## config.mk

```make
export PLATFORM = sky130hd
export DESIGN_NAME = mmu_top
export DESIGN_NICKNAME = d
export VERILOG_FILES = /design/src/rtl/mmu_pkg.sv /design/src/rtl/tlb_search_if.sv /design/src/rtl/mmu_top.sv /design/src/rtl/addr_translate.sv /design/src/rtl/tlb_entry_array.sv /design/src/rtl/mmu_cfg_regs.sv
export SDC_FILE = /design/constraint.sdc
export NUM_CORES = 2
export LEC_CHECK = 0
export BUFFER_PORTS_ARGS = -buffer_cell sky130_fd_sc_hd__buf_2
export CORE_MARGIN = 5
export CORE_UTILIZATION = 45
export DETAILED_ROUTE_END_ITERATION = 8
export PLACE_DENSITY = 0.62
export SLEW_MARGIN = 20
export SYNTH_ARGS = -nofsm -noshare
export SYNTH_HDL_FRONTEND = slang
export SYNTH_SLANG_ARGS = --single-unit
```

## constraint.sdc

```tcl
create_clock -name clk -period 14.25 [get_ports clk]
set_clock_uncertainty 0.05 [all_clocks]
set_input_delay 0.7125 -clock clk [delete_from_list [all_inputs] [get_ports clk]]
set_output_delay 0.7125 -clock clk [all_outputs]
set_load 0.02 [all_outputs]
```

## src/rtl/mmu_pkg.sv

```systemverilog
`default_nettype none

package mmu_pkg;

    localparam int VADDR_W   = 32;
    localparam int PADDR_W   = 32;
    localparam int VPPN_W    = 19;
    localparam int PPN_W     = 20;
    localparam int ASID_W    = 10;
    localparam int PLV_W     = 2;
    localparam int CSR_NUM_W = 14;
    localparam int ECODE_W   = 6;

    // configuration register numbers
    localparam logic [CSR_NUM_W-1:0] CSR_CRMD = 14'h000;
    localparam logic [CSR_NUM_W-1:0] CSR_ASID = 14'h018;
    localparam logic [CSR_NUM_W-1:0] CSR_DMW0 = 14'h180;
    localparam logic [CSR_NUM_W-1:0] CSR_DMW1 = 14'h181;

    // exception codes
    localparam logic [ECODE_W-1:0] ECODE_NONE = 6'h00;
    localparam logic [ECODE_W-1:0] ECODE_PIL  = 6'h01;
    localparam logic [ECODE_W-1:0] ECODE_PIS  = 6'h02;
    localparam logic [ECODE_W-1:0] ECODE_PIF  = 6'h03;
    localparam logic [ECODE_W-1:0] ECODE_PME  = 6'h04;
    localparam logic [ECODE_W-1:0] ECODE_PPI  = 6'h07;
    localparam logic [ECODE_W-1:0] ECODE_TLBR = 6'h3f;

    // direct-mapped window, bit n of plv_mask allows level n
    typedef struct packed {
        logic [3:0] plv_mask;
        logic [2:0] pseg;
        logic [2:0] vseg;
    } dmw_t;

    typedef struct packed {
        logic [PLV_W-1:0]  plv;
        logic              da;
        logic [ASID_W-1:0] asid;
        dmw_t              dmw0;
        dmw_t              dmw1;
    } mmu_cfg_t;

    typedef struct packed {
        logic [PPN_W-1:0] ppn;
        logic [PLV_W-1:0] plv;
        logic             d;
        logic             v;
    } tlb_page_t;

    // page0 maps the even 4 KiB page, page1 the odd one
    typedef struct packed {
        logic              e;
        logic [VPPN_W-1:0] vppn;
        logic [ASID_W-1:0] asid;
        logic              g;
        tlb_page_t         page0;
        tlb_page_t         page1;
    } tlb_entry_t;

endpackage

`default_nettype wire
```

## src/rtl/tlb_search_if.sv

```systemverilog
`default_nettype none

interface tlb_search_if
    import mmu_pkg::*;
#(
    parameter int TLBNUM = 16
);
    localparam int IDX_W = $clog2(TLBNUM);

    logic [VPPN_W-1:0] vppn;
    logic              odd_page;
    logic [ASID_W-1:0] asid;
    logic              found;
    // index of the winning entry
    logic [IDX_W-1:0]  index;
    tlb_page_t         page;

    modport requester (output vppn, odd_page, asid, input found, index, page);
    modport responder (input vppn, odd_page, asid, output found, index, page);

endinterface

`default_nettype wire

```

## src/rtl/mmu_top.sv

```systemverilog
`default_nettype none

module mmu_top
    import mmu_pkg::*;
#(
    parameter int TLBNUM = 16,
    localparam int IDX_W = $clog2(TLBNUM)
) (
    input  logic                 clk,
    input  logic                 reset,

    input  logic                 cfg_we_i,
    input  logic [CSR_NUM_W-1:0] cfg_num_i,
    input  logic [31:0]          cfg_wdata_i,

    input  logic                 tlb_we_i,
    input  logic [IDX_W-1:0]     tlb_w_index_i,
    input  tlb_entry_t           tlb_w_entry_i,

    // fetch port
    input  logic                 if_req_i,
    input  logic [VADDR_W-1:0]   if_vaddr_i,
    input  logic                 if_store_i,
    output logic                 if_valid_o,
    output logic [PADDR_W-1:0]   if_paddr_o,
    output logic [ECODE_W-1:0]   if_ecode_o,

    // load/store port
    input  logic                 mem_req_i,
    input  logic [VADDR_W-1:0]   mem_vaddr_i,
    input  logic                 mem_store_i,
    output logic                 mem_valid_o,
    output logic [PADDR_W-1:0]   mem_paddr_o,
    output logic [ECODE_W-1:0]   mem_ecode_o
);

    mmu_cfg_t cfg;

    tlb_search_if #(.TLBNUM(TLBNUM)) fetch_s ();
    tlb_search_if #(.TLBNUM(TLBNUM)) data_s ();

    mmu_cfg_regs u_cfg_regs (
        .clk         (clk),
        .reset       (reset),
        .cfg_we_i    (cfg_we_i),
        .cfg_num_i   (cfg_num_i),
        .cfg_wdata_i (cfg_wdata_i),
        .cfg_o       (cfg)
    );

    tlb_entry_array #(.TLBNUM(TLBNUM)) u_tlb (
        .clk       (clk),
        .reset     (reset),
        .we_i      (tlb_we_i),
        .w_index_i (tlb_w_index_i),
        .w_entry_i (tlb_w_entry_i),
        .fetch_s   (fetch_s.responder),
        .data_s    (data_s.responder)
    );

    addr_translate #(.IS_FETCH(1'b1)) u_fetch_xlate (
        .clk     (clk),
        .reset   (reset),
        .req_i   (if_req_i),
        .vaddr_i (if_vaddr_i),
        .store_i (if_store_i),
        .cfg_i   (cfg),
        .tlb     (fetch_s.requester),
        .valid_o (if_valid_o),
        .paddr_o (if_paddr_o),
        .ecode_o (if_ecode_o)
    );

    addr_translate #(.IS_FETCH(1'b0)) u_data_xlate (
        .clk     (clk),
        .reset   (reset),
        .req_i   (mem_req_i),
        .vaddr_i (mem_vaddr_i),
        .store_i (mem_store_i),
        .cfg_i   (cfg),
        .tlb     (data_s.requester),
        .valid_o (mem_valid_o),
        .paddr_o (mem_paddr_o),
        .ecode_o (mem_ecode_o)
    );

endmodule

`default_nettype wire

```

## src/rtl/addr_translate.sv

```systemverilog
`default_nettype none

module addr_translate
    import mmu_pkg::*;
#(
    parameter bit IS_FETCH = 1'b0
) (
    input  logic               clk,
    input  logic               reset,
    input  logic               req_i,
    input  logic [VADDR_W-1:0] vaddr_i,
    input  logic               store_i,
    input  mmu_cfg_t           cfg_i,
    tlb_search_if.requester    tlb,
    output logic               valid_o,
    output logic [PADDR_W-1:0] paddr_o,
    output logic [ECODE_W-1:0] ecode_o
);

    logic [PADDR_W-1:0] paddr_d;
    logic [ECODE_W-1:0] ecode_d;
    logic [ECODE_W-1:0] inval_code;

    function automatic logic dmw_hit(
        input dmw_t             w,
        input logic [2:0]       seg,
        input logic [PLV_W-1:0] plv
    );
        return (w.vseg == seg) && w.plv_mask[plv];
    endfunction

    // search request, bit 12 picks the odd page
    assign tlb.vppn     = vaddr_i[31:13];
    assign tlb.odd_page = vaddr_i[12];
    assign tlb.asid     = cfg_i.asid;

    assign inval_code = IS_FETCH ? ECODE_PIF : (store_i ? ECODE_PIS : ECODE_PIL);

    always_comb begin
        paddr_d = vaddr_i;
        ecode_d = ECODE_NONE;
        if (!cfg_i.da) begin
            if (dmw_hit(cfg_i.dmw0, vaddr_i[31:29], cfg_i.plv)) begin
                paddr_d = {cfg_i.dmw0.pseg, vaddr_i[28:0]};
            end else if (dmw_hit(cfg_i.dmw1, vaddr_i[31:29], cfg_i.plv)) begin
                paddr_d = {cfg_i.dmw1.pseg, vaddr_i[28:0]};
            end else if (!tlb.found) begin
                ecode_d = ECODE_TLBR;
            end else if (!tlb.page.v) begin
                ecode_d = inval_code;
            end else if (cfg_i.plv > tlb.page.plv) begin
                ecode_d = ECODE_PPI;
            end else if (store_i && !tlb.page.d) begin
                ecode_d = ECODE_PME;
            end else begin
                paddr_d = {tlb.page.ppn, vaddr_i[11:0]};
            end
        end
    end

    always_ff @(posedge clk) begin
        if (reset) begin
            valid_o <= 1'b0;
        end else begin
            valid_o <= req_i;
        end
    end

    always_ff @(posedge clk) begin
        if (req_i) begin
            paddr_o <= paddr_d;
            ecode_o <= ecode_d;
        end
    end

endmodule

`default_nettype wire

```

## src/rtl/tlb_entry_array.sv

```systemverilog
`default_nettype none

module tlb_entry_array
    import mmu_pkg::*;
#(
    parameter int TLBNUM = 16,
    localparam int IDX_W = $clog2(TLBNUM)
) (
    input  logic             clk,
    input  logic             reset,
    input  logic             we_i,
    input  logic [IDX_W-1:0] w_index_i,
    input  tlb_entry_t       w_entry_i,
    tlb_search_if.responder  fetch_s,
    tlb_search_if.responder  data_s
);

    // per-entry valid bits, cleared on reset
    logic [TLBNUM-1:0] ent_e;
    tlb_entry_t        ent [TLBNUM];

    logic             f_found;
    logic [IDX_W-1:0] f_idx;
    logic             d_found;
    logic [IDX_W-1:0] d_idx;

    always_ff @(posedge clk) begin
        if (reset) begin
            ent_e <= '0;
        end else if (we_i) begin
            ent_e[w_index_i] <= w_entry_i.e;
        end
    end

    always_ff @(posedge clk) begin
        if (we_i) begin
            ent[w_index_i] <= w_entry_i;
        end
    end

    // returns {found, index} with the lowest matching index winning
    function automatic logic [IDX_W:0] search(
        input logic [VPPN_W-1:0] vppn,
        input logic [ASID_W-1:0] asid
    );
        logic [IDX_W:0] res;
        res = '0;
        for (int i = TLBNUM - 1; i >= 0; i--) begin
            if (ent_e[i] && ent[i].vppn == vppn && (ent[i].g || ent[i].asid == asid)) begin
                res = {1'b1, IDX_W'(i)};
            end
        end
        return res;
    endfunction

    always_comb begin
        {f_found, f_idx} = search(fetch_s.vppn, fetch_s.asid);
        {d_found, d_idx} = search(data_s.vppn, data_s.asid);
    end

    assign fetch_s.found = f_found;
    assign fetch_s.index = f_idx;
    assign fetch_s.page  = fetch_s.odd_page ? ent[f_idx].page1 : ent[f_idx].page0;

    assign data_s.found = d_found;
    assign data_s.index = d_idx;
    assign data_s.page  = data_s.odd_page ? ent[d_idx].page1 : ent[d_idx].page0;

endmodule

`default_nettype wire

```

## src/rtl/mmu_cfg_regs.sv

```systemverilog
`default_nettype none

module mmu_cfg_regs
    import mmu_pkg::*;
(
    input  logic                 clk,
    input  logic                 reset,
    input  logic                 cfg_we_i,
    input  logic [CSR_NUM_W-1:0] cfg_num_i,
    input  logic [31:0]          cfg_wdata_i,
    output mmu_cfg_t             cfg_o
);

    logic [PLV_W-1:0]  plv_q;
    logic              da_q;
    logic [ASID_W-1:0] asid_q;
    dmw_t              dmw0_q;
    dmw_t              dmw1_q;

    // window layout: mask 3:0, pseg 27:25, vseg 31:29
    function automatic dmw_t to_dmw(input logic [31:0] w);
        dmw_t d;
        d.plv_mask = w[3:0];
        d.pseg     = w[27:25];
        d.vseg     = w[31:29];
        return d;
    endfunction

    always_ff @(posedge clk) begin
        if (reset) begin
            plv_q  <= '0;
            da_q   <= 1'b1;
            asid_q <= '0;
            dmw0_q <= '0;
            dmw1_q <= '0;
        end else if (cfg_we_i) begin
            case (cfg_num_i)
                CSR_CRMD: begin
                    plv_q <= cfg_wdata_i[1:0];
                    da_q  <= cfg_wdata_i[3];
                end
                CSR_ASID: begin
                    asid_q <= cfg_wdata_i[9:0];
                end
                CSR_DMW0: begin
                    dmw0_q <= to_dmw(cfg_wdata_i);
                end
                CSR_DMW1: begin
                    dmw1_q <= to_dmw(cfg_wdata_i);
                end
                // unknown numbers dropped
                default: ;
            endcase
        end
    end

    assign cfg_o = '{
        plv:  plv_q,
        da:   da_q,
        asid: asid_q,
        dmw0: dmw0_q,
        dmw1: dmw1_q
    };

endmodule

`default_nettype wire

```

==> results.md <==
* Leak pwr at 23.87 nW
* Dpl cell area at 70810 µm²
* Crit path kind: reg -> reg
* Relative slew slack at 0.2205
* Status: completed
* Startpoint Class: register
* Post-route insts no fill at 7410
* Htree depth at 4
* Synthesized area at 67570 µm²
* Sink Count at 1370
* Total power at 8.832 mW
* DR pass1 iterations at 6
* Simple logic cell fraction of the synthesized area at 0.08122
* Via count at 45220
* Design area at 75810 µm²
* Finish-stage setup viols at 0
* Num rows at 142
* Worst-Skew Late Latency at 800 ps
* DRC viols at 0
* R2R cell count at 19
* Synth Net Count at 5255
* IO Pins at 279
* Largest family of logic cells by synthesized area: multiplexers
* Mux contribution to synthesized area at 0.1309
* Yosys reg bits at 1370
* Die height at 397.5 µm
* Die Area at 158000 µm²
* Synth-to-Final Area Change at 12.19%
* RSZ-0062 raised after global routing: false
* Final period util at 0.6075
* Yosys warns at 0
* Synth Area per Inst at 13.38 µm²
* Fmax at 0.1155 GHz
* Final HPWL DP at 128.8 mm
* Largest net degree at the start of global routing at 146
* Async S/R FF share, synth at 0
* Initial antenna violation count at 37
* Number of flops mapped to enable cells by yosys at 1319
* Share of layout cells above drive strength 1 at 0.1575
* Register area share after synthesis at 0.6013
* Total of max-cap violations at 0
* Period minus WS final at 8657 ps
* Worst Hold Class: in -> reg
* Post-CTS Setup Bufs at 0
* Placer congestion estimate at 0.8890
* WP data required at 14720 ps
* CTS Buf Count at 148
* Starting density of the core at 0.4516
* Commonest non-fill, non-tap cell in the layout: edfxtp_1
* Clock Path Buffers at 3
* Setup TNS at 0 ps
* Total Wirelength at 223.6 mm
* Most frequent cells in the layout: edfxtp_1, xnor2_1, mux2i_1
* Fin nets at 5466
* Clock root cell: clkbuf_16
* Initial DRC count at 5134
* Top cell type's share of synthesized area at 0.5862
* WL/cell at 30.17 µm
* GRT Util Overall at 0.2755
* Overflow after GRT at 0
* Worst-path clk slew at 60 ps
* Adder-cell share of the synthesized area at 0.0007407
* First-pass GRT wire length at 315.0 mm
* Post-synthesis xor/xnor area fraction at 0.1011
* Max FO, Critical Path at 72
* Port bufs at 262
* Ys flop type: edfxtp_1
* Core area at 149600 µm²
* Final hold vios at 0
* Area leader, netlist: edfxtp_1
* Antenna Violating Nets Remaining at 0
* Placed insts at 7105
* Worst-margin pin slew at 1169 ps
* CP Data Arrival Time at 9130 ps
* Area contributors post-synth: edfxtp_1, mux2i_1, xnor2_1, nand2_1, mux2_2
* Vias in the first global route at 44410
* Die W at 397.5 µm
* Worst hold path cell count at 1
* CTS tree: built
* DR vias/cell at 6.102
* Fillers at 12790
* Worst setup EP type: register
* VDD IR max at 0.1298 mV
* Power density cells at 116.5 nW/µm²
* Final hold slack at 52.70 ps
* Synth cell types at 92
* Slew Limit Fails at 0
* Syn Inst Count at 5050
* Post-synthesis compound-gate area fraction at 0.05894
==> Yosys cell counts (6+ instances only) <==
library cell  number
mux2i_1          615
a21boi_0          12
a32o_1            17
o31ai_1           16
o21a_1             6
nand3_1          104
o211a_1            7
edfxtp_1        1319
a211oi_1          52
nor4_1            42
nand2_1          617
dfxtp_1           51
nor3_1            52
mux2_2           174
inv_1             17
mux4_2            27
a21oi_1           61
and3_1            34
or3_1              6
nor2_1            68
o211ai_1          11
xnor2_1          651
clkbuf_1         121
a221oi_1          66
a2111oi_0         12
nand2b_1          13
buf_6             20
a31oi_1           21
nand4_1          165
o22ai_1          133
buf_2            147
buf_1              9
and4_1            10
nor2b_1           15
mux2_4             8
a41oi_1            9
xor2_1           129
and2_1             9
buf_4             30
a21o_1             9
o21ai_0           74
o22a_1             8
==> flip-flops by register name (all words and copies together) (netlist names) <==
signal / count
u_tlb.ent: 1248
u_data_xlate.paddr_o: 32
u_fetch_xlate.paddr_o: 32
u_cfg_regs.cfg_o: 20
u_tlb.ent_e: 16
u_cfg_regs.asid_q: 10
u_data_xlate.ecode_o: 4
u_fetch_xlate.ecode_o: 3
u_cfg_regs.plv_q: 2
u_cfg_regs.da_q: 1
u_data_xlate.valid_o: 1
u_fetch_xlate.valid_o: 1
==> through the flow <==
stage | worst slack (ps) | utilization
after global placement | 5723 | 0.4733
final | 5593 | 0.5067
after detailed placement | 5632 | 0.4733
after CTS | 5931 | 0.5062
after global routing | 5448 | 0.5065
after floorplan | 6816 | -
==> logic make-up (layout without fill, tap and decap cells) <==
| family | after synthesis | after routing |
|---|---|---|
| xor+xnor | 780 | 780 |
| compound gates | 563 | 563 |
| mux | 824 | 824 |
| simple gates | 1164 | 1164 |
| fa+ha+maj | 4 | 4 |
| flops | 1370 | 1370 |
| other cells | 0 | 15 |
| buf+inv | 345 | 674 |
==> critical path: stages, from the launching register on <==
cell and delay, ps:
dfxtp_1 680, buf_4 360, xnor2_1 150, nand4_1 180, o31ai_2 880, nand3_1 310
a211oi_1 590, o2111ai_2 500, nand2_8 690, mux2i_1 190, mux2i_1 170, mux2i_1 90
mux4_2 520, ha_1 300, nor2b_1 130, o21ai_0 630, nand2_1 150, nor2_1 540
nand3_2 640, mux2_2 530
==> path summary, 6_finish.rpt <==
path	start	endpoint	slack [ps]
setup / recovery	u_cfg_regs.asid_q[7]$_SDFFE_PP0P_	u_fetch_xlate.paddr_o[18]$_DFFE_PP_	5590
hold / removal	mem_vaddr_i[9]	u_data_xlate.paddr_o[9]$_DFFE_PP_	50
setup reg to reg	u_cfg_regs.asid_q[7]$_SDFFE_PP0P_	u_fetch_xlate.paddr_o[18]$_DFFE_PP_	5590
hold reg to reg	u_cfg_regs.cfg_o[8]$_SDFFE_PP0P_	u_cfg_regs.cfg_o[8]$_SDFFE_PP0P_	400
==> timing repair <==
item / 4_1_cts / 5_1_grt
endpoints found under the setup margin: 0 / 0
gates resized for setup: 0 / 0
hold buffers: 21 / 0
endpoints found under the hold margin: 21 / 0
==> layer usage <==
metal,GRT usage,vias up,wire length [µm]
met5,0,-,61
met3,0.05190,566,19880
met1,0.3723,22910,90500
met2,0.4422,2261,103700
met4,0.1076,8,9442
li1,-,19480,-
==> report_power, final <==
group | switching [mW] | internal (mW) | leakage [nW]
combinational | 0.344 | 0.158 | 9.18
clock | 1.61 | 2.17 | 2.30
sequential | 0.0448 | 4.51 | 12.4
total | 1.99 | 6.84 | 23.9
==> final cells by class <==
class                      count  area [µm²]  area share
inverter                      18       67.56   0.0008913
timing repair buffer         388        2372     0.03129
multi-input combinational   3335       25470      0.3360
tap                         2016        2522     0.03328
antenna                       15       37.54   0.0004952
clock inverter                64       548.0    0.007229
sequential                  1370       40630      0.5360
clock buffer                 204        4161     0.05490
Note: power is estimated with default switching activity, not from simulation.
